## config.mk

```make
export PLATFORM = sky130hd
export DESIGN_NAME = la_control_flat
export DESIGN_NICKNAME = d
export VERILOG_FILES = /design/src/soc_pkg.sv /design/src/wb_if.sv /design/src/la_control.sv /design/src/flat_wrapper.sv
export SDC_FILE = /design/constraint.sdc
export NUM_CORES = 1
export LEC_CHECK = 0
export BUFFER_PORTS_ARGS = -buffer_cell sky130_fd_sc_hd__buf_2
export CAP_MARGIN = 0
export CORE_ASPECT_RATIO = 1.4
export CORE_MARGIN = 3
export CORE_UTILIZATION = 44
export DETAILED_ROUTE_END_ITERATION = 16
export GPL_ROUTABILITY_DRIVEN = 0
export PLACE_DENSITY = 0.76
export SYNTH_ARGS = -nofsm -noshare
export SYNTH_HDL_FRONTEND = slang
export SYNTH_SLANG_ARGS = --single-unit
```

## constraint.sdc

```tcl
create_clock -name wb_clk_i -period 2.4 [get_ports wb_clk_i]
set_input_delay 0.48 -clock wb_clk_i [delete_from_list [all_inputs] [get_ports wb_clk_i]]
set_output_delay 0.48 -clock wb_clk_i [all_outputs]
set_load 0.1 [all_outputs]
```

## src/soc_pkg.sv

```systemverilog
////////////////////////////////////////////////////////////
// Shared definitions for the user-area shell
// Bus widths, address map, register offsets and enums
////////////////////////////////////////////////////////////
package soc_pkg;

    // Wishbone bus widths
    localparam int WB_AW = 32;
    localparam int WB_DW = 32;
    localparam int WB_SW = 4;              // One sel bit per byte lane

    localparam int GPIO_W     = 38;        // Breakout pads
    localparam int LA_W       = 32;
    localparam int SRAM_DEPTH = 256;       // Words

    // Target bases, decoded on bits 31:24
    localparam logic [31:0] SRAM_BASE = 32'h3000_0000;
    localparam logic [31:0] GPIO_BASE = 32'h3100_0000;
    localparam logic [31:0] LA_BASE   = 32'h3200_0000;

    // GPIO register offsets
    localparam logic [3:0] GPIO_OUT = 4'h0;
    localparam logic [3:0] GPIO_OEB = 4'h4;
    localparam logic [3:0] GPIO_OWN = 4'h8;
    localparam logic [3:0] GPIO_IN  = 4'hC;
    localparam int GPIO_HI_BIT = 4;        // Address bit that picks pad bits 37:32

    // Analyzer register offsets
    localparam logic [3:0] LA_DATA = 4'h0;
    localparam logic [3:0] LA_OWN  = 4'h4;

    localparam logic [31:0] UNMAPPED_DATA = 32'h0;

    typedef enum logic [1:0] {ARB_IDLE, ARB_HOST, ARB_TEAM} arb_state_t;

    typedef enum logic [1:0] {TGT_SRAM, TGT_GPIO, TGT_LA, TGT_NONE} wb_target_t;

endpackage
```

## src/wb_if.sv

```systemverilog
////////////////////////////////////////////////////////////
// Wishbone classic bus bundle
////////////////////////////////////////////////////////////
`timescale 1ns/1ps

interface wb_if;
    logic [soc_pkg::WB_AW-1:0] adr;
    logic [soc_pkg::WB_DW-1:0] dat_w;   // Manager to peripheral
    logic [soc_pkg::WB_DW-1:0] dat_r;   // Peripheral to manager
    logic [soc_pkg::WB_SW-1:0] sel;
    logic                      we;
    logic                      stb;
    logic                      cyc;
    logic                      ack;     // One-cycle pulse

    // Request side
    modport manager (output adr, dat_w, sel, we, stb, cyc,
                     input  dat_r, ack);

    // Answering side
    modport peripheral (input  adr, dat_w, sel, we, stb, cyc,
                        output dat_r, ack);
endinterface

```

## src/la_control.sv

```systemverilog
////////////////////////////////////////////////////////////
// Logic analyzer data and ownership registers
////////////////////////////////////////////////////////////
`timescale 1ns/1ps

module la_control (
    input  logic                     wb_clk_i,
    input  logic                     reset_i,
    wb_if.peripheral                 bus_s,
    input  logic [soc_pkg::LA_W-1:0] team_la_i,
    output logic [soc_pkg::LA_W-1:0] la_data_o
);
    logic [soc_pkg::LA_W-1:0]  data_q;
    logic [soc_pkg::LA_W-1:0]  own_q;    // 1 passes the team bit
    logic [soc_pkg::WB_DW-1:0] dat_q;
    logic                      ack_q;
    logic                      access;

    assign access = bus_s.cyc && bus_s.stb && !ack_q;

    always_ff @(posedge wb_clk_i) begin
        if (reset_i) begin
            ack_q  <= 1'b0;
            data_q <= '0;
            own_q  <= '0;
        end else begin
            ack_q <= access;
            if (access && bus_s.we) begin
                if (bus_s.adr[3:0] == soc_pkg::LA_DATA) data_q <= bus_s.dat_w;
                if (bus_s.adr[3:0] == soc_pkg::LA_OWN)  own_q  <= bus_s.dat_w;
            end
        end
    end

    // Readback of both registers
    always_ff @(posedge wb_clk_i) begin
        if (access) begin
            case (bus_s.adr[3:0])
                soc_pkg::LA_DATA: dat_q <= data_q;
                soc_pkg::LA_OWN:  dat_q <= own_q;
                default:          dat_q <= soc_pkg::UNMAPPED_DATA;
            endcase
        end
    end

    assign bus_s.ack   = ack_q;
    assign bus_s.dat_r = dat_q;
    assign la_data_o   = (own_q & team_la_i) | (~own_q & data_q);   // Bitwise owner mux

endmodule

```

## src/flat_wrapper.sv

```systemverilog
// flat-port wrapper written by rule: the top's interface ports become plain ports
module la_control_flat 
  (wb_clk_i, reset_i, team_la_i, la_data_o, bus_s_adr, bus_s_dat_w, bus_s_sel, bus_s_we, bus_s_stb, bus_s_cyc, bus_s_dat_r, bus_s_ack);
  wb_if bus_s_i ();
  input  logic wb_clk_i;
  input  logic reset_i;
  input  logic [soc_pkg::LA_W-1:0] team_la_i;
  output logic [soc_pkg::LA_W-1:0] la_data_o;
  input wire logic [$bits(bus_s_i.adr)-1:0] bus_s_adr;
  input wire logic [$bits(bus_s_i.dat_w)-1:0] bus_s_dat_w;
  input wire logic [$bits(bus_s_i.sel)-1:0] bus_s_sel;
  input wire logic [$bits(bus_s_i.we)-1:0] bus_s_we;
  input wire logic [$bits(bus_s_i.stb)-1:0] bus_s_stb;
  input wire logic [$bits(bus_s_i.cyc)-1:0] bus_s_cyc;
  output wire logic [$bits(bus_s_i.dat_r)-1:0] bus_s_dat_r;
  output wire logic [$bits(bus_s_i.ack)-1:0] bus_s_ack;
  assign bus_s_i.adr = bus_s_adr;
  assign bus_s_i.dat_w = bus_s_dat_w;
  assign bus_s_i.sel = bus_s_sel;
  assign bus_s_i.we = bus_s_we;
  assign bus_s_i.stb = bus_s_stb;
  assign bus_s_i.cyc = bus_s_cyc;
  assign bus_s_dat_r = bus_s_i.dat_r;
  assign bus_s_ack = bus_s_i.ack;
  la_control u_core (.wb_clk_i(wb_clk_i), .reset_i(reset_i), .bus_s(bus_s_i), .team_la_i(team_la_i), .la_data_o(la_data_o));
endmodule
```

==> results.sh <==
export IMPL_status="finished clean"
export IMPL_place_area_um2=5190
export IMPL_track_usage=0.174
export IMPL_holdBufCountCts=0
export IMPL_numPortBuffers=137
export IMPL_grt_pass1_vias=3059
export IMPL_final_cell_mix="buf_2 (137), nand2b_1 (96), mux2i_1 (64), dfxtp_1 (64)"
export IMPL_die_y_um=124
export IMPL_grt_max_degree=39
export IMPL_rsz0062_at_grt="no"
export IMPL_cp_arrival_ns=1.35
export IMPL_fin_setup_tns_ns=0
export IMPL_maxSlewHeadroom=0.660
export IMPL_fin_nets=595
export IMPL_synth_fp_nets=458
export IMPL_cts_setup_buffers=0
export IMPL_finalClockSkew_ns=0.00547
export IMPL_setup_slack_ns=0.572
export IMPL_cts_tree="yes"
export IMPL_hold_violations=0
export IMPL_fmax_mhz=547
export IMPL_via_per_inst=4.93
export IMPL_dp_hpwl_um=6900
export IMPL_io_pins=170
export IMPL_place_ws_ns=0.325
export IMPL_grt_overflow_total=0
export IMPL_initial_utilization=0.456
export IMPL_num_antenna_cells=0
export IMPL_setup_viol=0
export IMPL_period_needed_ns=1.83
export IMPL_dieArea_um2=11100
export IMPL_drtPass1Iterations=4
export IMPL_rows=42
export IMPL_drv_cap=0
export IMPL_htree_levels=3
export IMPL_holdCritPathClass="in -> reg"
export IMPL_synth_cell_types=16
export IMPL_syn_area_um2=4340
export IMPL_crit_path_start_kind="register"
export IMPL_ant_nets=0
export IMPL_worstPathRequired_ns=1.92
export IMPL_synth_seq_area_share=0.521
export IMPL_die_w_um=89.9
export IMPL_synthToLayoutAreaGrowth_pct=26.7
export IMPL_root_buffer="clkbuf_16"
export IMPL_yosysWarnings=0
export IMPL_clkTransAtPathRegs_ns=0.07
export IMPL_remaining_drc_errors=0
export IMPL_drv_slew=0
export IMPL_cts_repair_resized=0
export IMPL_drive_gt1_frac=0.402
export IMPL_worst_pin_slew_ns=0.513
export IMPL_power_density_nw_per_um2=652
export IMPL_antenna_found_initial=1
export IMPL_power_total_w=0.00358
export IMPL_path_class="reg -> out"
export IMPL_grt_pass1_wl_um=15200
export IMPL_layout_commonest_cell="buf_2"
export IMPL_vias=3093
export IMPL_clkLatencyLatePin_ns=0.34
export IMPL_core_area_um2=9510
export IMPL_cp_max_fo=3
export IMPL_syn_avg_cell_area_um2=12.3
export IMPL_place_inst=611
export IMPL_peakVddDrop_mv=0.361
export IMPL_cts_sinks=97
export IMPL_synthCells=353
export IMPL_wl_per_cell_um=15.2
export IMPL_drt_total_wl_um=9540
export IMPL_cts_buffer_depth=2
export IMPL_ys_seq_elements=97
export IMPL_period_share=0.762
export IMPL_cts_buffers=9
export IMPL_power_leakage_nw=2.47
export IMPL_final_cell_count_no_fill=627
export IMPL_first_iter_violations=84
export IMPL_end_kind="output port"
export IMPL_stdcell_area_um2=5500
==> power by group <==
part	switching (W)	internal (W)	total, W
logic	0.000268	0.000105	0.000373
registers	0.00000823	0.00172	0.00172
clock network	0.000576	0.000911	0.00149
==> worst paths after layout <==
kind                                   from                             end  slack, ns  cells after the start
max            u_core.own_q[2]$_SDFFE_PP0P_                    la_data_o[2]       0.57                      2
min                         bus_s_dat_w[21]   u_core.own_q[21]$_SDFFE_PP0P_       0.42                      3
max reg2reg     u_core.bus_s.ack$_SDFF_PP0_   u_core.data_q[1]$_SDFFE_PP0P_       0.98                      4
min reg2reg  u_core.data_q[12]$_SDFFE_PP0P_  u_core.data_q[12]$_SDFFE_PP0P_       0.49                      2
==> registers in the layout (all words and copies together) (netlist names) <==
| name | cells |
|---|---|
| u_core.bus_s.ack | 1 |
| u_core.own_q | 32 |
| u_core.data_q | 32 |
| u_core.bus_s.dat_r | 32 |
==> cell usage after synthesis <==
cell type   n  share of area
nand2b_1   96           0.14
dfxtp_1    65           0.30
mux2i_1    64           0.15
a22o_1     32          0.065
edfxtp_1   32           0.22
mux2_2     32          0.083
clkbuf_1   17          0.015
buf_2       3         0.0035
buf_4       3         0.0052
and3_1      2         0.0029
nand3_1     2         0.0023
and3b_1     1         0.0020
buf_6       1         0.0026
nor2b_1     1         0.0014
nor4_4      1         0.0049
nor4b_4     1         0.0055
==> stage by stage <==
step	hold WS (ns)	utilization
3_5_place_dp	0.484	0.546
4_1_cts	0.409	0.578
3_3_place_gp	0.471	0.546
6_report	0.424	0.578
5_1_grt	0.427	0.578
2_1_floorplan	0.459	-
==> cell families after synthesis <==
group,after synthesis,synth area share
and+or+nand+nor,104,0.157
DFF,97,0.521
muxes,96,0.231
AOI/OAI and AO/OA,32,0.0646
buffers and inverters,24,0.0259
==> critical path: stages, from the launching register on <==
cell     delay (ns)
dfxtp_1        0.38
mux2_2         0.34
buf_2          0.29
==> metal layers <==
metal  global-route usage  vias to the layer above  wire length (um)
met3               0.0280                       18               359
met5                    0                        -                 9
met1                0.198                     1463              3930
met4               0.0929                        2               250
li1                     -                     1530                 -
met2                0.315                       80              4980
==> cell type report <==
class	count	area (um^2)
Clock inverter	4	70.1
Sequential cell	97	2260
Tap cell	132	165
Clock buffer	12	236
Multi-Input combinational cell	232	1970
Fill cell	813	4020
Timing Repair Buffer	150	796
Power figures use the tool's default switching activity.
