==> src/soc_pkg.sv <==
////////////////////////////////////////////////////////////
// Shared definitions for the user-area shell
// Bus widths, address map, register offsets and enums
////////////////////////////////////////////////////////////
package soc_pkg;

    // Wishbone bus widths
    localparam int WB_AW = 32;
    localparam int WB_DW = 32;
    localparam int WB_SW = 4;              // One sel bit per byte lane

    localparam int GPIO_W     = 38;        // Breakout pads
    localparam int LA_W       = 32;
    localparam int SRAM_DEPTH = 256;       // Words

    // Target bases, decoded on bits 31:24
    localparam logic [31:0] SRAM_BASE = 32'h3000_0000;
    localparam logic [31:0] GPIO_BASE = 32'h3100_0000;
    localparam logic [31:0] LA_BASE   = 32'h3200_0000;

    // GPIO register offsets
    localparam logic [3:0] GPIO_OUT = 4'h0;
    localparam logic [3:0] GPIO_OEB = 4'h4;
    localparam logic [3:0] GPIO_OWN = 4'h8;
    localparam logic [3:0] GPIO_IN  = 4'hC;
    localparam int GPIO_HI_BIT = 4;        // Address bit that picks pad bits 37:32

    // Analyzer register offsets
    localparam logic [3:0] LA_DATA = 4'h0;
    localparam logic [3:0] LA_OWN  = 4'h4;

    localparam logic [31:0] UNMAPPED_DATA = 32'h0;

    typedef enum logic [1:0] {ARB_IDLE, ARB_HOST, ARB_TEAM} arb_state_t;

    typedef enum logic [1:0] {TGT_SRAM, TGT_GPIO, TGT_LA, TGT_NONE} wb_target_t;

endpackage
==> src/wb_if.sv <==
////////////////////////////////////////////////////////////
// Wishbone classic bus bundle
////////////////////////////////////////////////////////////
`timescale 1ns/1ps

interface wb_if;
    logic [soc_pkg::WB_AW-1:0] adr;
    logic [soc_pkg::WB_DW-1:0] dat_w;   // Manager to peripheral
    logic [soc_pkg::WB_DW-1:0] dat_r;   // Peripheral to manager
    logic [soc_pkg::WB_SW-1:0] sel;
    logic                      we;
    logic                      stb;
    logic                      cyc;
    logic                      ack;     // One-cycle pulse

    // Request side
    modport manager (output adr, dat_w, sel, we, stb, cyc,
                     input  dat_r, ack);

    // Answering side
    modport peripheral (input  adr, dat_w, sel, we, stb, cyc,
                        output dat_r, ack);
endinterface

==> src/wb_arbiter.sv <==
////////////////////////////////////////////////////////////
// Round-robin arbiter for host and team Wishbone managers
// Grant is held until the owner drops cyc
////////////////////////////////////////////////////////////
`timescale 1ns/1ps

module wb_arbiter (
    input  logic     wb_clk_i,
    input  logic     reset_i,
    wb_if.peripheral host_s,
    wb_if.peripheral team_s,
    wb_if.manager    bus_m
);
    soc_pkg::arb_state_t state_q;
    logic                last_team_q;   // Team got the last grant
    logic                host_req;
    logic                team_req;
    logic                host_gnt;
    logic                team_gnt;

    assign host_req = host_s.cyc && host_s.stb;
    assign team_req = team_s.cyc && team_s.stb;
    assign host_gnt = (state_q == soc_pkg::ARB_HOST);
    assign team_gnt = (state_q == soc_pkg::ARB_TEAM);

    always_ff @(posedge wb_clk_i) begin
        if (reset_i) begin
            state_q     <= soc_pkg::ARB_IDLE;
            last_team_q <= 1'b1;        // So host wins the first tie
        end else begin
            case (state_q)
                soc_pkg::ARB_IDLE: begin
                    if (host_req && (!team_req || last_team_q)) begin
                        state_q     <= soc_pkg::ARB_HOST;
                        last_team_q <= 1'b0;
                    end else if (team_req) begin
                        state_q     <= soc_pkg::ARB_TEAM;
                        last_team_q <= 1'b1;
                    end
                end
                soc_pkg::ARB_HOST: if (!host_s.cyc) state_q <= soc_pkg::ARB_IDLE;
                soc_pkg::ARB_TEAM: if (!team_s.cyc) state_q <= soc_pkg::ARB_IDLE;
                default:           state_q <= soc_pkg::ARB_IDLE;
            endcase
        end
    end

    // Owner's request onto the shared bus
    assign bus_m.adr   = team_gnt ? team_s.adr   : host_s.adr;
    assign bus_m.dat_w = team_gnt ? team_s.dat_w : host_s.dat_w;
    assign bus_m.sel   = team_gnt ? team_s.sel   : host_s.sel;
    assign bus_m.we    = team_gnt ? team_s.we    : host_s.we;
    assign bus_m.cyc   = (host_gnt && host_s.cyc) || (team_gnt && team_s.cyc); // Idle keeps bus quiet
    assign bus_m.stb   = (host_gnt && host_s.stb) || (team_gnt && team_s.stb);

    // Waiting manager sees no ack
    assign host_s.ack   = host_gnt && bus_m.ack;
    assign team_s.ack   = team_gnt && bus_m.ack;
    assign host_s.dat_r = host_gnt ? bus_m.dat_r : '0;
    assign team_s.dat_r = team_gnt ? bus_m.dat_r : '0;

    // Target ack lands on the same grant that issued the request
    a_ack_on_grant: assert property (@(posedge wb_clk_i) disable iff (reset_i)
        bus_m.ack |-> (state_q != soc_pkg::ARB_IDLE) && (state_q == $past(state_q)));

    // No switch mid-cycle
    a_grant_stable: assert property (@(posedge wb_clk_i) disable iff (reset_i)
        bus_m.cyc && !bus_m.ack |=> bus_m.cyc && $stable(bus_m.adr) && $stable(bus_m.we));

endmodule

==> src/flat_wrapper.sv <==
// flat-port wrapper written by rule: the top's interface ports become plain ports
module wb_arbiter_flat 
  (wb_clk_i, reset_i, host_s_adr, host_s_dat_w, host_s_sel, host_s_we, host_s_stb, host_s_cyc, host_s_dat_r, host_s_ack, team_s_adr, team_s_dat_w, team_s_sel, team_s_we, team_s_stb, team_s_cyc, team_s_dat_r, team_s_ack, bus_m_adr, bus_m_dat_w, bus_m_sel, bus_m_we, bus_m_stb, bus_m_cyc, bus_m_dat_r, bus_m_ack);
  wb_if host_s_i ();
  wb_if team_s_i ();
  wb_if bus_m_i ();
  input  logic wb_clk_i;
  input  logic reset_i;
  input wire logic [$bits(host_s_i.adr)-1:0] host_s_adr;
  input wire logic [$bits(host_s_i.dat_w)-1:0] host_s_dat_w;
  input wire logic [$bits(host_s_i.sel)-1:0] host_s_sel;
  input wire logic [$bits(host_s_i.we)-1:0] host_s_we;
  input wire logic [$bits(host_s_i.stb)-1:0] host_s_stb;
  input wire logic [$bits(host_s_i.cyc)-1:0] host_s_cyc;
  output wire logic [$bits(host_s_i.dat_r)-1:0] host_s_dat_r;
  output wire logic [$bits(host_s_i.ack)-1:0] host_s_ack;
  input wire logic [$bits(team_s_i.adr)-1:0] team_s_adr;
  input wire logic [$bits(team_s_i.dat_w)-1:0] team_s_dat_w;
  input wire logic [$bits(team_s_i.sel)-1:0] team_s_sel;
  input wire logic [$bits(team_s_i.we)-1:0] team_s_we;
  input wire logic [$bits(team_s_i.stb)-1:0] team_s_stb;
  input wire logic [$bits(team_s_i.cyc)-1:0] team_s_cyc;
  output wire logic [$bits(team_s_i.dat_r)-1:0] team_s_dat_r;
  output wire logic [$bits(team_s_i.ack)-1:0] team_s_ack;
  output wire logic [$bits(bus_m_i.adr)-1:0] bus_m_adr;
  output wire logic [$bits(bus_m_i.dat_w)-1:0] bus_m_dat_w;
  output wire logic [$bits(bus_m_i.sel)-1:0] bus_m_sel;
  output wire logic [$bits(bus_m_i.we)-1:0] bus_m_we;
  output wire logic [$bits(bus_m_i.stb)-1:0] bus_m_stb;
  output wire logic [$bits(bus_m_i.cyc)-1:0] bus_m_cyc;
  input wire logic [$bits(bus_m_i.dat_r)-1:0] bus_m_dat_r;
  input wire logic [$bits(bus_m_i.ack)-1:0] bus_m_ack;
  assign host_s_i.adr = host_s_adr;
  assign host_s_i.dat_w = host_s_dat_w;
  assign host_s_i.sel = host_s_sel;
  assign host_s_i.we = host_s_we;
  assign host_s_i.stb = host_s_stb;
  assign host_s_i.cyc = host_s_cyc;
  assign host_s_dat_r = host_s_i.dat_r;
  assign host_s_ack = host_s_i.ack;
  assign team_s_i.adr = team_s_adr;
  assign team_s_i.dat_w = team_s_dat_w;
  assign team_s_i.sel = team_s_sel;
  assign team_s_i.we = team_s_we;
  assign team_s_i.stb = team_s_stb;
  assign team_s_i.cyc = team_s_cyc;
  assign team_s_dat_r = team_s_i.dat_r;
  assign team_s_ack = team_s_i.ack;
  assign bus_m_adr = bus_m_i.adr;
  assign bus_m_dat_w = bus_m_i.dat_w;
  assign bus_m_sel = bus_m_i.sel;
  assign bus_m_we = bus_m_i.we;
  assign bus_m_stb = bus_m_i.stb;
  assign bus_m_cyc = bus_m_i.cyc;
  assign bus_m_i.dat_r = bus_m_dat_r;
  assign bus_m_i.ack = bus_m_ack;
  wb_arbiter u_core (.wb_clk_i(wb_clk_i), .reset_i(reset_i), .host_s(host_s_i), .team_s(team_s_i), .bus_m(bus_m_i));
endmodule
==> config.mk <==
export PLATFORM = sky130hd
export DESIGN_NAME = wb_arbiter_flat
export DESIGN_NICKNAME = d
export VERILOG_FILES = /design/src/soc_pkg.sv /design/src/wb_if.sv /design/src/wb_arbiter.sv /design/src/flat_wrapper.sv
export SDC_FILE = /design/constraint.sdc
export NUM_CORES = 1
export LEC_CHECK = 0
export BUFFER_PORTS_ARGS = -buffer_cell sky130_fd_sc_hd__buf_2
export CAP_MARGIN = 20
export CORE_AREA = 2 2 123 125
export CTS_CLUSTER_SIZE = 20
export DETAILED_ROUTE_END_ITERATION = 6
export DIE_AREA = 0 0 125 127
export GPL_TIMING_DRIVEN = 0
export PLACE_DENSITY_LB_ADDON = 0.1
export SETUP_SLACK_MARGIN = 0.4
export SYNTH_ARGS = -nofsm -noshare
export SYNTH_HDL_FRONTEND = slang
export SYNTH_SLANG_ARGS = --single-unit
==> constraint.sdc <==
create_clock -name wb_clk_i -period 1.7 [get_ports wb_clk_i]
set_clock_uncertainty 0.2 [all_clocks]
set_input_delay 0.17 -clock wb_clk_i [delete_from_list [all_inputs] [get_ports wb_clk_i]]
set_output_delay 0.17 -clock wb_clk_i [all_outputs]
set_load 0.05 [all_outputs]
==> summary.md <==
| Metric | Value |
|---|---|
| Global-route wire length before repair | `between 15000 and 20000 um` |
| Syn_nets | `between 400 and 500` |
| Cell row count | `44` |
| Synth area leader | `nand2_1` |
| Clock root cell | `clkbuf_16` |
| Worst hold path type | `in -> reg` |
| Starting Density | `0.102` |
| Hold path cells | `3` |
| DR WL/cell | `~14 um` |
| R2R Setup Slk | `roughly 0.46 ns` |
| Hold Violations, Final | `0` |
| Die ar. | `15900 um^2` |
| R2R depth | `4` |
| CTS buffer count | `3` |
| GRT Util Overall | `0.136` |
| P_leak | `roughly 3.2 nW` |
| Status | `finished with violations` |
| Core Area | `roughly 14000 um^2` |
| Reg2reg start | `u_core.state_q[0]$_SDFFE_PP0P_` |
| Ys Warns | `0` |
| Main area contributors after synthesis | `nand2_1 53%, and2_1 28%, dfxtp_1 4.1%` |
| IO Pins | `roughly 310` |
| Synthesized area | `1480 um^2` |
| Hold_sp | `team_s_cyc` |
| Clock network fraction of design power | `0.141` |
| Logic gate share of total power | `0.829` |
| DR vias | `between 3000 and 4000` |
| Final ANT Viol Nets | `0` |
| Routed WL | `between 10000 and 15000 um` |
| Drt drc | `0` |
| Clock latency on the worst-skew pair | `around 0.22 ns` |
| Seq/Total Area, Yosys | `0.0406` |
| Die height | `~130 um` |
| Reg2reg end | `u_core.last_team_q$_SDFFE_PP1P_` |
| Worst Path Max Fanout | `6` |
| Gpl congestion | `0.789` |
| Max Root-Sink Buffers | `2` |
| CP top delay family | `buffers and inverters` |
| Type of the worst setup path | `reg -> out` |
| Fmax | `540 MHz` |
| N_diodes | `0` |
| Post-synth top area share | `0.528` |
| CP cell instances | `and2b_4, clkbuf_16, clkbuf_16, nand2_2, nand2_4, buf_8` |
| Most frequent cells in the layout | `176 x buf_2, 143 x buf_8, 99 x nand2_1` |
| Power consumption | `between 2 and 3 mW` |
| Final setup viols | `108` |
| WP data arrival | `~1.5 ns` |
| Layout cell share with drive strength beyond 1 | `0.827` |
| Total congestion overflow | `0` |
| Slowest-stage cell, CP | `dfxtp_4` |
| Sw frac | `0.487` |
| Chip Width | `about 130 um` |
| Sequential share of power | `0.030` |
| Fin Setup TNS | `-11.11 ns` |
| Syn avg cell area | `approximately 4.7 um^2` |
| Htree depth | `1` |
| Initial detailed-routing violation count | `56` |
| Area Growth Syn to Fin | `319%` |
| CP bufs+invs | `3` |
| Largest net degree at the start of global routing | `11` |
| Vias per cell | `~3.9` |
| Layout Nets | `830` |
| P_int | `around 1.4 mW` |
| Maximum VDD drop | `roughly 0.00034 V` |
| Number of max-cap violations | `0` |
| Final WS setup | `-0.152 ns` |
| Commonest non-fill, non-tap cell in the layout | `buf_2` |
| #FFs+latches synth | `3` |
| Sw power | `1.29 mW` |
| Min cycle time layout | `~1.9 ns` |
| Hold path endpoint | `u_core.state_q[1]$_SDFFE_PP0P_` |
| CTS tree | `yes` |
| Required @ worst endpoint | `~1.3 ns` |
| Synthesized netlist cell count | `between 300 and 400` |
| Final Cycle Share | `1.09` |
| Critical path's largest stage delay | `roughly 0.34 ns` |
| Port Buffers | `approximately 310` |
| CP Capture Type | `output port` |
| Worst rel slew slack | `0.831` |
| Worst slack on hold paths | `0.0171 ns` |
| Failing checks | `negative setup slack` |
| Tightest Pin Transition | `0.250 ns` |
| Vias in the first global route | `3429` |
| Dpl hpwl | `around 8900 um` |
| Power Density | `~430 nW/um^2` |
| Initial antenna violation count | `0` |
| Register clock-pin slew on the reported worst setup and hold paths | `~0.03 ns` |
| Unrepaired setup endpoints after global routing | `true` |
| Critical path launch point type | `flip-flop` |
| CTS sink cnt | `3` |
| Pre-antenna DRT Iters | `4` |
| Max Slew Vio Count | `0` |
| CP most frequent cell | `clkbuf_16` |
| Post-synth cell types | `18` |
-- Yosys cell counts, drive strengths merged --
library cell and number:
a22o 2, and2 66, buf 10, nand4bb 1
and3b 1, a21oi 2, nand2b 2, nand3b 1
clkbuf 12, a211o 1, o21ai 1, nor4b 1
and2b 1, nand2 208, nor2b 3, dfxtp 3
-- how the worst max path moves through the flow --
stage                                   startpoint              to  slack (ns)  cells past startpoint
floorplan           u_core.state_q[0]$_SDFFE_PP0P_   bus_m_adr[27]        0.25                      5
finish              u_core.state_q[0]$_SDFFE_PP0P_   bus_m_adr[14]       -0.15                      6
global placement    u_core.state_q[0]$_SDFFE_PP0P_   bus_m_adr[15]       -0.24                      6
global route        u_core.state_q[0]$_SDFFE_PP0P_  bus_m_dat_w[6]       -0.21                      6
CTS                 u_core.state_q[0]$_SDFFE_PP0P_  bus_m_dat_w[4]       -0.16                      6
detailed placement  u_core.state_q[0]$_SDFFE_PP0P_   bus_m_adr[15]       -0.25                      6
-- layer usage --
layer	share of wire	up-vias	global-route usage
met2	0.57	140	0.270
met5	0	-	0
li1	-	1619	-
met4	0.010	0	0.0183
met1	0.36	1527	0.156
met3	0.056	14	0.0188
-- timing repair --
item / CTS / global route
hold buffers: 1 / 0
pin swaps: 0 / 56
setup buffers: 7 / 3
resized for setup: 385 / 118
endpoints found under the setup margin: 138 / 137
hold endpoints to repair: 2 / 0
cloned: 5 / 4
-- per-stage QoR --
step | area (um^2) | utilization | setup slack [ns] | std cells
after floorplan | 2370 | - | 0.253 | 315
after global placement | 4160 | 0.289 | -0.241 | 812
after detailed placement | 4160 | 0.289 | -0.252 | 812
after CTS | 5650 | 0.391 | -0.161 | 829
after global routing | 6190 | 0.429 | -0.206 | 836
final | 6190 | 0.429 | -0.152 | 836
-- kinds of logic after synthesis --
family	synth area share
AOI/OAI and AO/OA	0.0279
buffers and inverters	0.0711
DFF	0.0406
and+or+nand+nor	0.860
-- cell type report --
type	count	area, um^2
flip-flops and latches	3	67.6
fillers	1432	8230
plain buffers	22	314
clock buffers	4	78.8
repair buffers	333	3220
well taps	184	230
multi-input cells	290	2280
-- state kept, by name, summed over array words and instances, names as in the netlist --
name / count
u_core.state_q: 2
u_core.last_team_q: 1
-- power by group through the flow --
stage	Sequential [mW]	Clock, mW	Combinational [mW]
after floorplan	0.0800	0	1.15
after global placement	0.0814	0	1.59
after detailed placement	0.0815	0	1.60
after CTS	0.0804	0.381	2.00
after global routing	0.0788	0.385	2.30
final	0.0782	0.374	2.19
-- worst reg2reg max path, delay by kind of cell, from the launching register on --
family / cells / cell delay (ns)
AND/OR/NAND/NOR: 2 / 0.21
AO/OA/AOI/OAI: 1 / 0.26
buffers and inverters: 1 / 0.12
flip-flops: 1 / 0.34
Power figures use the tool's default switching activity.
