$ cat src/soc_pkg.sv
////////////////////////////////////////////////////////////
// Shared definitions for the user-area shell
// Bus widths, address map, register offsets and enums
////////////////////////////////////////////////////////////
package soc_pkg;

    // Wishbone bus widths
    localparam int WB_AW = 32;
    localparam int WB_DW = 32;
    localparam int WB_SW = 4;              // One sel bit per byte lane

    localparam int GPIO_W     = 38;        // Breakout pads
    localparam int LA_W       = 32;
    localparam int SRAM_DEPTH = 256;       // Words

    // Target bases, decoded on bits 31:24
    localparam logic [31:0] SRAM_BASE = 32'h3000_0000;
    localparam logic [31:0] GPIO_BASE = 32'h3100_0000;
    localparam logic [31:0] LA_BASE   = 32'h3200_0000;

    // GPIO register offsets
    localparam logic [3:0] GPIO_OUT = 4'h0;
    localparam logic [3:0] GPIO_OEB = 4'h4;
    localparam logic [3:0] GPIO_OWN = 4'h8;
    localparam logic [3:0] GPIO_IN  = 4'hC;
    localparam int GPIO_HI_BIT = 4;        // Address bit that picks pad bits 37:32

    // Analyzer register offsets
    localparam logic [3:0] LA_DATA = 4'h0;
    localparam logic [3:0] LA_OWN  = 4'h4;

    localparam logic [31:0] UNMAPPED_DATA = 32'h0;

    typedef enum logic [1:0] {ARB_IDLE, ARB_HOST, ARB_TEAM} arb_state_t;

    typedef enum logic [1:0] {TGT_SRAM, TGT_GPIO, TGT_LA, TGT_NONE} wb_target_t;

endpackage
$ cat src/wb_if.sv
////////////////////////////////////////////////////////////
// Wishbone classic bus bundle
////////////////////////////////////////////////////////////
`timescale 1ns/1ps

interface wb_if;
    logic [soc_pkg::WB_AW-1:0] adr;
    logic [soc_pkg::WB_DW-1:0] dat_w;   // Manager to peripheral
    logic [soc_pkg::WB_DW-1:0] dat_r;   // Peripheral to manager
    logic [soc_pkg::WB_SW-1:0] sel;
    logic                      we;
    logic                      stb;
    logic                      cyc;
    logic                      ack;     // One-cycle pulse

    // Request side
    modport manager (output adr, dat_w, sel, we, stb, cyc,
                     input  dat_r, ack);

    // Answering side
    modport peripheral (input  adr, dat_w, sel, we, stb, cyc,
                        output dat_r, ack);
endinterface

$ cat src/wb_decoder.sv
////////////////////////////////////////////////////////////
// Shared bus address decoder for SRAM, GPIO and LA
// Unmapped cycles get a local zero-data ack
////////////////////////////////////////////////////////////
`timescale 1ns/1ps

module wb_decoder (
    input  logic     wb_clk_i,
    input  logic     reset_i,
    wb_if.peripheral bus_s,
    wb_if.manager    sram_m,
    wb_if.manager    gpio_m,
    wb_if.manager    la_m
);
    soc_pkg::wb_target_t tgt;
    logic                nomap_ack_q;

    // Target from the top address byte
    always_comb begin
        case (bus_s.adr[31:24])
            soc_pkg::SRAM_BASE[31:24]: tgt = soc_pkg::TGT_SRAM;
            soc_pkg::GPIO_BASE[31:24]: tgt = soc_pkg::TGT_GPIO;
            soc_pkg::LA_BASE[31:24]:   tgt = soc_pkg::TGT_LA;
            default:                   tgt = soc_pkg::TGT_NONE;
        endcase
    end

    // Only the selected target sees cyc
    assign sram_m.cyc = bus_s.cyc && (tgt == soc_pkg::TGT_SRAM);
    assign gpio_m.cyc = bus_s.cyc && (tgt == soc_pkg::TGT_GPIO);
    assign la_m.cyc   = bus_s.cyc && (tgt == soc_pkg::TGT_LA);

    // Rest of the request is broadcast
    assign sram_m.adr   = bus_s.adr;
    assign sram_m.dat_w = bus_s.dat_w;
    assign gpio_m.adr   = bus_s.adr;
    assign gpio_m.dat_w = bus_s.dat_w;
    assign la_m.adr     = bus_s.adr;
    assign la_m.dat_w   = bus_s.dat_w;
    assign sram_m.sel   = bus_s.sel;
    assign sram_m.we    = bus_s.we;
    assign gpio_m.sel   = bus_s.sel;
    assign gpio_m.we    = bus_s.we;
    assign la_m.sel     = bus_s.sel;
    assign la_m.we      = bus_s.we;
    assign sram_m.stb   = bus_s.stb;
    assign gpio_m.stb   = bus_s.stb;
    assign la_m.stb     = bus_s.stb;

    // Local responder for holes in the map
    always_ff @(posedge wb_clk_i) begin
        if (reset_i) begin
            nomap_ack_q <= 1'b0;
        end else begin
            nomap_ack_q <= bus_s.cyc && bus_s.stb && !nomap_ack_q
                           && (tgt == soc_pkg::TGT_NONE);
        end
    end

    // Response back from the selected target
    always_comb begin
        case (tgt)
            soc_pkg::TGT_SRAM: begin
                bus_s.ack   = sram_m.ack;
                bus_s.dat_r = sram_m.dat_r;
            end
            soc_pkg::TGT_GPIO: begin
                bus_s.ack   = gpio_m.ack;
                bus_s.dat_r = gpio_m.dat_r;
            end
            soc_pkg::TGT_LA: begin
                bus_s.ack   = la_m.ack;
                bus_s.dat_r = la_m.dat_r;
            end
            default: begin
                bus_s.ack   = nomap_ack_q;
                bus_s.dat_r = soc_pkg::UNMAPPED_DATA;
            end
        endcase
    end

    // One target selected, and one responder acking
    a_one_target: assert property (@(posedge wb_clk_i) disable iff (reset_i)
        $onehot0({sram_m.cyc, gpio_m.cyc, la_m.cyc})
        && $onehot0({sram_m.ack, gpio_m.ack, la_m.ack, nomap_ack_q}));

endmodule

$ cat src/flat_wrapper.sv
// flat-port wrapper written by rule: the top's interface ports become plain ports
module wb_decoder_flat 
  (wb_clk_i, reset_i, bus_s_adr, bus_s_dat_w, bus_s_sel, bus_s_we, bus_s_stb, bus_s_cyc, bus_s_dat_r, bus_s_ack, sram_m_adr, sram_m_dat_w, sram_m_sel, sram_m_we, sram_m_stb, sram_m_cyc, sram_m_dat_r, sram_m_ack, gpio_m_adr, gpio_m_dat_w, gpio_m_sel, gpio_m_we, gpio_m_stb, gpio_m_cyc, gpio_m_dat_r, gpio_m_ack, la_m_adr, la_m_dat_w, la_m_sel, la_m_we, la_m_stb, la_m_cyc, la_m_dat_r, la_m_ack);
  wb_if bus_s_i ();
  wb_if sram_m_i ();
  wb_if gpio_m_i ();
  wb_if la_m_i ();
  input  logic wb_clk_i;
  input  logic reset_i;
  input wire logic [$bits(bus_s_i.adr)-1:0] bus_s_adr;
  input wire logic [$bits(bus_s_i.dat_w)-1:0] bus_s_dat_w;
  input wire logic [$bits(bus_s_i.sel)-1:0] bus_s_sel;
  input wire logic [$bits(bus_s_i.we)-1:0] bus_s_we;
  input wire logic [$bits(bus_s_i.stb)-1:0] bus_s_stb;
  input wire logic [$bits(bus_s_i.cyc)-1:0] bus_s_cyc;
  output wire logic [$bits(bus_s_i.dat_r)-1:0] bus_s_dat_r;
  output wire logic [$bits(bus_s_i.ack)-1:0] bus_s_ack;
  output wire logic [$bits(sram_m_i.adr)-1:0] sram_m_adr;
  output wire logic [$bits(sram_m_i.dat_w)-1:0] sram_m_dat_w;
  output wire logic [$bits(sram_m_i.sel)-1:0] sram_m_sel;
  output wire logic [$bits(sram_m_i.we)-1:0] sram_m_we;
  output wire logic [$bits(sram_m_i.stb)-1:0] sram_m_stb;
  output wire logic [$bits(sram_m_i.cyc)-1:0] sram_m_cyc;
  input wire logic [$bits(sram_m_i.dat_r)-1:0] sram_m_dat_r;
  input wire logic [$bits(sram_m_i.ack)-1:0] sram_m_ack;
  output wire logic [$bits(gpio_m_i.adr)-1:0] gpio_m_adr;
  output wire logic [$bits(gpio_m_i.dat_w)-1:0] gpio_m_dat_w;
  output wire logic [$bits(gpio_m_i.sel)-1:0] gpio_m_sel;
  output wire logic [$bits(gpio_m_i.we)-1:0] gpio_m_we;
  output wire logic [$bits(gpio_m_i.stb)-1:0] gpio_m_stb;
  output wire logic [$bits(gpio_m_i.cyc)-1:0] gpio_m_cyc;
  input wire logic [$bits(gpio_m_i.dat_r)-1:0] gpio_m_dat_r;
  input wire logic [$bits(gpio_m_i.ack)-1:0] gpio_m_ack;
  output wire logic [$bits(la_m_i.adr)-1:0] la_m_adr;
  output wire logic [$bits(la_m_i.dat_w)-1:0] la_m_dat_w;
  output wire logic [$bits(la_m_i.sel)-1:0] la_m_sel;
  output wire logic [$bits(la_m_i.we)-1:0] la_m_we;
  output wire logic [$bits(la_m_i.stb)-1:0] la_m_stb;
  output wire logic [$bits(la_m_i.cyc)-1:0] la_m_cyc;
  input wire logic [$bits(la_m_i.dat_r)-1:0] la_m_dat_r;
  input wire logic [$bits(la_m_i.ack)-1:0] la_m_ack;
  assign bus_s_i.adr = bus_s_adr;
  assign bus_s_i.dat_w = bus_s_dat_w;
  assign bus_s_i.sel = bus_s_sel;
  assign bus_s_i.we = bus_s_we;
  assign bus_s_i.stb = bus_s_stb;
  assign bus_s_i.cyc = bus_s_cyc;
  assign bus_s_dat_r = bus_s_i.dat_r;
  assign bus_s_ack = bus_s_i.ack;
  assign sram_m_adr = sram_m_i.adr;
  assign sram_m_dat_w = sram_m_i.dat_w;
  assign sram_m_sel = sram_m_i.sel;
  assign sram_m_we = sram_m_i.we;
  assign sram_m_stb = sram_m_i.stb;
  assign sram_m_cyc = sram_m_i.cyc;
  assign sram_m_i.dat_r = sram_m_dat_r;
  assign sram_m_i.ack = sram_m_ack;
  assign gpio_m_adr = gpio_m_i.adr;
  assign gpio_m_dat_w = gpio_m_i.dat_w;
  assign gpio_m_sel = gpio_m_i.sel;
  assign gpio_m_we = gpio_m_i.we;
  assign gpio_m_stb = gpio_m_i.stb;
  assign gpio_m_cyc = gpio_m_i.cyc;
  assign gpio_m_i.dat_r = gpio_m_dat_r;
  assign gpio_m_i.ack = gpio_m_ack;
  assign la_m_adr = la_m_i.adr;
  assign la_m_dat_w = la_m_i.dat_w;
  assign la_m_sel = la_m_i.sel;
  assign la_m_we = la_m_i.we;
  assign la_m_stb = la_m_i.stb;
  assign la_m_cyc = la_m_i.cyc;
  assign la_m_i.dat_r = la_m_dat_r;
  assign la_m_i.ack = la_m_ack;
  wb_decoder u_core (.wb_clk_i(wb_clk_i), .reset_i(reset_i), .bus_s(bus_s_i), .sram_m(sram_m_i), .gpio_m(gpio_m_i), .la_m(la_m_i));
endmodule
$ cat config.mk
export PLATFORM = sky130hd
export DESIGN_NAME = wb_decoder_flat
export DESIGN_NICKNAME = d
export VERILOG_FILES = /design/src/soc_pkg.sv /design/src/wb_if.sv /design/src/wb_decoder.sv /design/src/flat_wrapper.sv
export SDC_FILE = /design/constraint.sdc
export NUM_CORES = 1
export LEC_CHECK = 0
export ABC_AREA = 1
export BUFFER_PORTS_ARGS = -buffer_cell sky130_fd_sc_hd__buf_4
export CAP_MARGIN = 15
export CORE_AREA = 2 2 164 166
export CTS_BUF_LIST = sky130_fd_sc_hd__clkbuf_8
export DETAILED_ROUTE_END_ITERATION = 7
export DIE_AREA = 0 0 166 168
export HOLD_SLACK_MARGIN = 0.03
export MAX_ROUTING_LAYER = met4
export SYNTH_ARGS = -nofsm -noshare
export SYNTH_HDL_FRONTEND = slang
export SYNTH_SLANG_ARGS = --single-unit
$ cat constraint.sdc
create_clock -name wb_clk_i -period 1 [get_ports wb_clk_i]
set_input_delay 0.15 -clock wb_clk_i [delete_from_list [all_inputs] [get_ports wb_clk_i]]
set_output_delay 0.15 -clock wb_clk_i [all_outputs]
set_load 0.005 [all_outputs]
==> impl_metrics.py, run 1 <==
metrics = {
    "outcome": {
        "status": "finished with violations",
        "violations": "negative setup slack",
    },
    "route": {
        "met2_length_mm": 4.67,
        "m1WireLength_mm": 3.57,
        "first_iter_violations": 56,
        "top_layer_used": "met4",
        "wirelength_mm": 9.99,
        "drc_errors": 0,
        "vias_per_cell": 2.98,
        "wl_met3_mm": 1.26,
        "first_pass_iters": 4,
        "antenna_left": 0,
        "routedWlPerCell_um": 13.8,
        "num_vias": 2153,
    },
    "sta": {
        "finalCriticalPeriod_ns": 1.35,
        "skew_ns": 0,
        "relSlewSlack_pct": 85.3,
        "setup_tns_ns": -10.23,
        "whs_ns": 0.300,
        "tightest_slew_ns": 0.221,
        "period_share_pct": 135,
        "rsz0062_at_grt": "yes",
        "finalHoldViolations": 0,
        "setup_viol": 37,
        "max_freq_mhz": 741,
        "slew_viol_final": 0,
        "setup_slack_ns": -0.349,
    },
    "synthesis": {
        "ys_seq_area_share_pct": 0.821,
        "synth_cell_types": 15,
        "synth_async_sr_flop_share_pct": 0,
        "synth_seq_cells": 1,
        "synth_common_cells": "buf_4, nand2_1, nand3_1, inv_1",
        "yosysWarnings": 0,
        "synth_nets": 567,
        "synthTopCellsByArea": "buf_4, nand2_1, nand3_1, buf_6, inv_1",
        "netlist_instances": 395,
        "syn_area_um2": 2440,
        "synth_top_area_cell": "buf_4",
        "synth_edf_count": 0,
        "ys.flop_type": "dfxtp_1",
        "syn_area_per_cell_um2": 6.17,
        "synth_most_common_cell": "buf_4",
        "synth_top_area_share_pct": 64.7,
    },
    "die": {
        "core-area_um2": 26400,
        "start_util_pct": 9.25,
        "die-area_um2": 27900,
        "boundaryPins": 418,
        "row_count": 60,
        "die_y_um": 168,
        "die_w_um": 166,
    },
    "critical_path": {
        "cp.arrival_ns": 1.20,
        "cp-startpoint": "bus_s_adr[31]",
        "r2r-start": "u_core.nomap_ack_q",
        "criticalPathCategory": "in2out",
        "cp-start-kind": "primary input",
        "worstSetupEndpointType": "output port",
        "r2r.worst_path.cells": 3,
        "reg2reg_slack_ns": 0.43,
        "worstPathRequired_ns": 0.85,
        "cp-endpoint": "bus_s_dat_r[8]",
        "critPathMaxFanout": 19,
        "rr_endpoint": "u_core.nomap_ack_q",
    },
    "finish": {
        "reg_top3": "u_core.nomap_ack_q (1)",
        "largest_register": "u_core.nomap_ack_q",
        "final_area_um2": 3260,
        "fillers": 3067,
        "fin_nets": 556,
        "register_area_um2": 20.0,
        "multiInputGateArea_um2": 923,
        "layout-drive-gt1-share_pct": 71.2,
        "area_growth_pct": 33.9,
        "antenna_cells": 0,
        "final_cells": 723,
        "largest_reg_flops": 1,
    },
    "global_route": {
        "grt_max_degree": 20,
        "grt_pass1_vias": 2215,
        "antenna_found_initial": 0,
        "grtUsageTotal_pct": 5.93,
        "grt_pass1_wl_mm": 12.8,
        "overflow": 0,
    },
    "clock_network": {
        "clock_latency_ns": 0,
        "cts_hold_buf": 0,
    },
    "placement": {
        "place_ws_ns": -0.434,
        "dp.cells": 711,
        "place_hpwl_mm": 7.53,
        "numPortBuffers": 173,
        "placed_area_um2": 2760,
        "place_congestion": 0.717,
    },
    "pwr": {
        "leakage_nw": 1.68,
        "pwr_density_cell_nw_per_um2": 213,
        "irDropWorstVdd_mv": 0.205,
    },
    "job": {
        "drv_cap": 0,
    },
    "hold_path": {
        "hp-class": "in2out",
    },
}
## final cells by class
type	instances	share of cell area [%]
Sequential cell	1	0.613
Inverter	15	2.95
Tap cell	341	13.1
Timing Repair Buffer	207	55.1
Multi-Input combinational cell	159	28.3
## metrics by stage
| stage | util [%] | power, mW |
|---|---|---|
| after CTS | 11.5 | 0.680 |
| after detailed placement | 10.5 | 0.633 |
| after global routing | 12.4 | 0.745 |
| final | 12.4 | 0.695 |
| after global placement | 10.5 | 0.630 |
| after floorplan | - | 0.791 |
## cell usage in the layout, fill, tap and decap left out, types with 2 or more instances in the layout
cell type  count
inv_4          3
buf_4        177
inv_1          5
clkinv_4       2
nand2_2       20
nor2_4         6
nand3_2       19
clkbuf_16      3
nand4_1        3
nand3_1       19
buf_8          3
nand2_1       79
inv_6          2
nand2_4        8
nor2_1         3
buf_6         16
buf_12         7
inv_2          2
## worst max-delay path: stages
cell and delay, ns:
buf_12 0.11, inv_12 0.04, nand2_4 0.04, nor2_4 0.15
and2_4 0.22, buf_12 0.17, nand2_1 0.09, nand3_2 0.08
buf_4 0.12
## what timing repair did
action                                  CTS  global route
resized for setup                        58            30
cloned                                    1             4
endpoints found under the setup margin   36            37
pin swaps                                 8             8
buffers inserted                          4             3
## worst min path at each step
stage / slack, ns / depth (start not counted) / to / startpoint
after floorplan: 0.22 / 1 / u_core.nomap_ack_q / reset_i
after global placement: 0.30 / 0 / la_m_dat_w[6] / bus_s_dat_w[6]
after detailed placement: 0.30 / 0 / la_m_dat_w[6] / bus_s_dat_w[6]
after CTS: 0.30 / 0 / la_m_dat_w[6] / bus_s_dat_w[6]
after global routing: 0.30 / 0 / la_m_dat_w[24] / bus_s_dat_w[24]
final: 0.30 / 0 / la_m_adr[8] / bus_s_adr[8]
## routing by layer
layer	GRT usage, %	vias to the layer above
met5	-	-
met4	3.02	0
met3	2.68	67
met2	9.81	200
met1	5.94	913
li1	-	973
## cells by family after synthesis
kind of cell	after synthesis	share of synthesized area, %
DFF	1	0.821
and+or+nand+nor	159	28.3
buffers and inverters	235	70.9
## where the power goes
part / total, mW / switching, mW / internal (mW)
logic: 0.652 / 0.217 / 0.435
registers: 0.0432 / 0.000790 / 0.0424
clock network: 0 / 0 / 0
total: 0.695 / 0.218 / 0.478
(Power assumes the default switching activity.)
==> run 2: changes to the inputs <==
==> constraint.sdc (replaced) <==
create_clock -name wb_clk_i -period 1.5 [get_ports wb_clk_i]
set_input_delay 0.225 -clock wb_clk_i [delete_from_list [all_inputs] [get_ports wb_clk_i]]
set_output_delay 0.225 -clock wb_clk_i [all_outputs]
set_load 0.005 [all_outputs]
==> impl_metrics.py, run 2 (synthesis results as in run 1) <==
metrics = {
    "die": {
        "die_y_um": 168,
        "start_util_pct": 9.25,
        "row_count": 60,
        "die_w_um": 166,
        "boundaryPins": 418,
        "die-area_um2": 27900,
        "core-area_um2": 26400,
    },
    "global_route": {
        "grt_pass1_wl_mm": 12.6,
        "grt_max_degree": 23,
        "grtUsageTotal_pct": 5.96,
        "grt_pass1_vias": 2169,
        "overflow": 0,
        "antenna_found_initial": 0,
    },
    "critical_path": {
        "cp_top_family": "simple AND/OR/NAND/NOR gates",
        "r2r.worst_path.cells": 3,
        "worstPathRequired_ns": 1.27,
        "critPathSlowestCell": "and2_4",
        "path_cells": "buf_4 > inv_2 > nand2_1 > nor2_4 > and2_4 > clkbuf_16 > nand2_4 > nand3_4 > buf_6",
        "cp-startpoint": "bus_s_adr[24]",
        "rr_endpoint": "u_core.nomap_ack_q",
        "r2r-start": "u_core.nomap_ack_q",
        "cp.arrival_ns": 1.30,
        "cp-start-kind": "primary input",
        "worstSetupEndpointType": "output port",
        "criticalPathCategory": "in2out",
        "critPathMaxStageDelay_ns": 0.25,
        "path_buf_inv": 4,
        "critPathMaxFanout": 7,
        "reg2reg_slack_ns": 0.93,
    },
    "finish": {
        "layout_commonest_cell": "buf_4",
        "final_area_um2": 3490,
        "fin_util_pct": 13.2,
        "layout-drive-gt1-share_pct": 75.4,
        "fin_nets": 564,
        "largest_register": "u_core.nomap_ack_q",
        "final_cell_mix": "buf_4, nand2_1, buf_6",
        "largest_reg_flops": 1,
        "area_growth_pct": 43.1,
        "antenna_cells": 0,
        "reg_top3": "u_core.nomap_ack_q (1)",
    },
    "route": {
        "first_pass_iters": 4,
        "num_vias": 2195,
        "drc_errors": 0,
        "routedWlPerCell_um": 15.1,
        "vias_per_cell": 3.00,
        "antenna_left": 0,
        "wirelength_mm": 11.0,
        "first_iter_violations": 41,
    },
    "sta": {
        "setup_slack_ns": -0.0242,
        "max_freq_mhz": 656,
        "skew_ns": 0,
        "whs_ns": 0.389,
        "period_share_pct": 102,
        "rsz0062_at_grt": "yes",
        "relSlewSlack_pct": 85.8,
        "setup_viol": 11,
        "finalHoldViolations": 0,
        "slew_viol_final": 0,
        "finalCriticalPeriod_ns": 1.52,
        "tightest_slew_ns": 0.212,
    },
    "placement": {
        "place_hpwl_mm": 7.78,
        "placed_area_um2": 2740,
        "place_congestion": 0.655,
        "numPortBuffers": 173,
    },
    "hold_path": {
        "min_path_cells": 2,
        "min_from": "reset_i",
        "hp-class": "in2reg",
        "min_to": "u_core.nomap_ack_q",
    },
    "job": {
        "drv_cap": 0,
    },
    "outcome": {
        "status": "finished with violations",
        "violations": "negative setup slack",
    },
    "clock_network": {
        "clock_latency_ns": 0,
        "clk_pin_slew_ns": 0,
    },
    "pwr": {
        "pwr_density_cell_nw_per_um2": 135,
        "irDropWorstVdd_mv": 0.152,
        "leakage_nw": 1.88,
    },
}
run 2: changes by cell type in the layout (fill, tap and decap cells not counted), sizes merged:
| cell | change |
|---|---|
| clkbuf | +3 |
| clkinv | +1 |
| buf | +5 |
| inv | -1 |
run 2: cell type report:
| cell class | count | area, um2 |
|---|---|---|
| Multi-Input combinational cell | 159 | 1030 |
| Tap cell | 341 | 427 |
| Fill cell | 3042 | 22900 |
| Inverter | 15 | 91.3 |
| Timing Repair Buffer | 215 | 1910 |
| Sequential cell | 1 | 20.0 |
run 2: metrics by stage:
step / setup TNS (ns) / worst slack, ns / power, mW / std cells
finish: -0.114 / -0.0242 / 0.472 / 731
global route: -2.28 / -0.107 / 0.501 / 731
CTS: -0.277 / -0.0647 / 0.431 / 718
detailed placement: -1.26 / -0.120 / 0.416 / 716
global placement: -0.966 / -0.0950 / 0.414 / 716
floorplan: 0 / 0.280 / 0.518 / 395
run 2: worst max-delay path by stage:
stage	cells past startpoint	to
6_report	9	bus_s_dat_r[12]
5_1_grt	11	bus_s_dat_r[14]
4_1_cts	11	bus_s_dat_r[27]
3_5_place_dp	11	bus_s_dat_r[14]
3_3_place_gp	11	bus_s_dat_r[27]
2_1_floorplan	8	bus_s_dat_r[10]
run 2: repair_timing:
action,4_1_cts,5_1_grt
setup endpoints to repair,33,34
hold buffers,0,0
cloned,0,9
setup buffers,2,4
pin swaps,5,15
endpoints found under the hold margin,0,0
gates resized for setup,23,112
run 2: power by group:
group | internal [mW] | switching [mW] | total, mW
Clock | 0 | 0 | 0
Combinational | 0.289 | 0.154 | 0.443
Sequential | 0.0283 | 0.000506 | 0.0288
run 2: layer usage:
layer | wire [um] | global-route usage, % | vias to the layer above
li1 | - | - | 994
met3 | 1190 | 2.68 | 54
met5 | 0 | - | -
met4 | 548 | 3.25 | 0
met1 | 3930 | 5.80 | 946
met2 | 5350 | 9.96 | 201
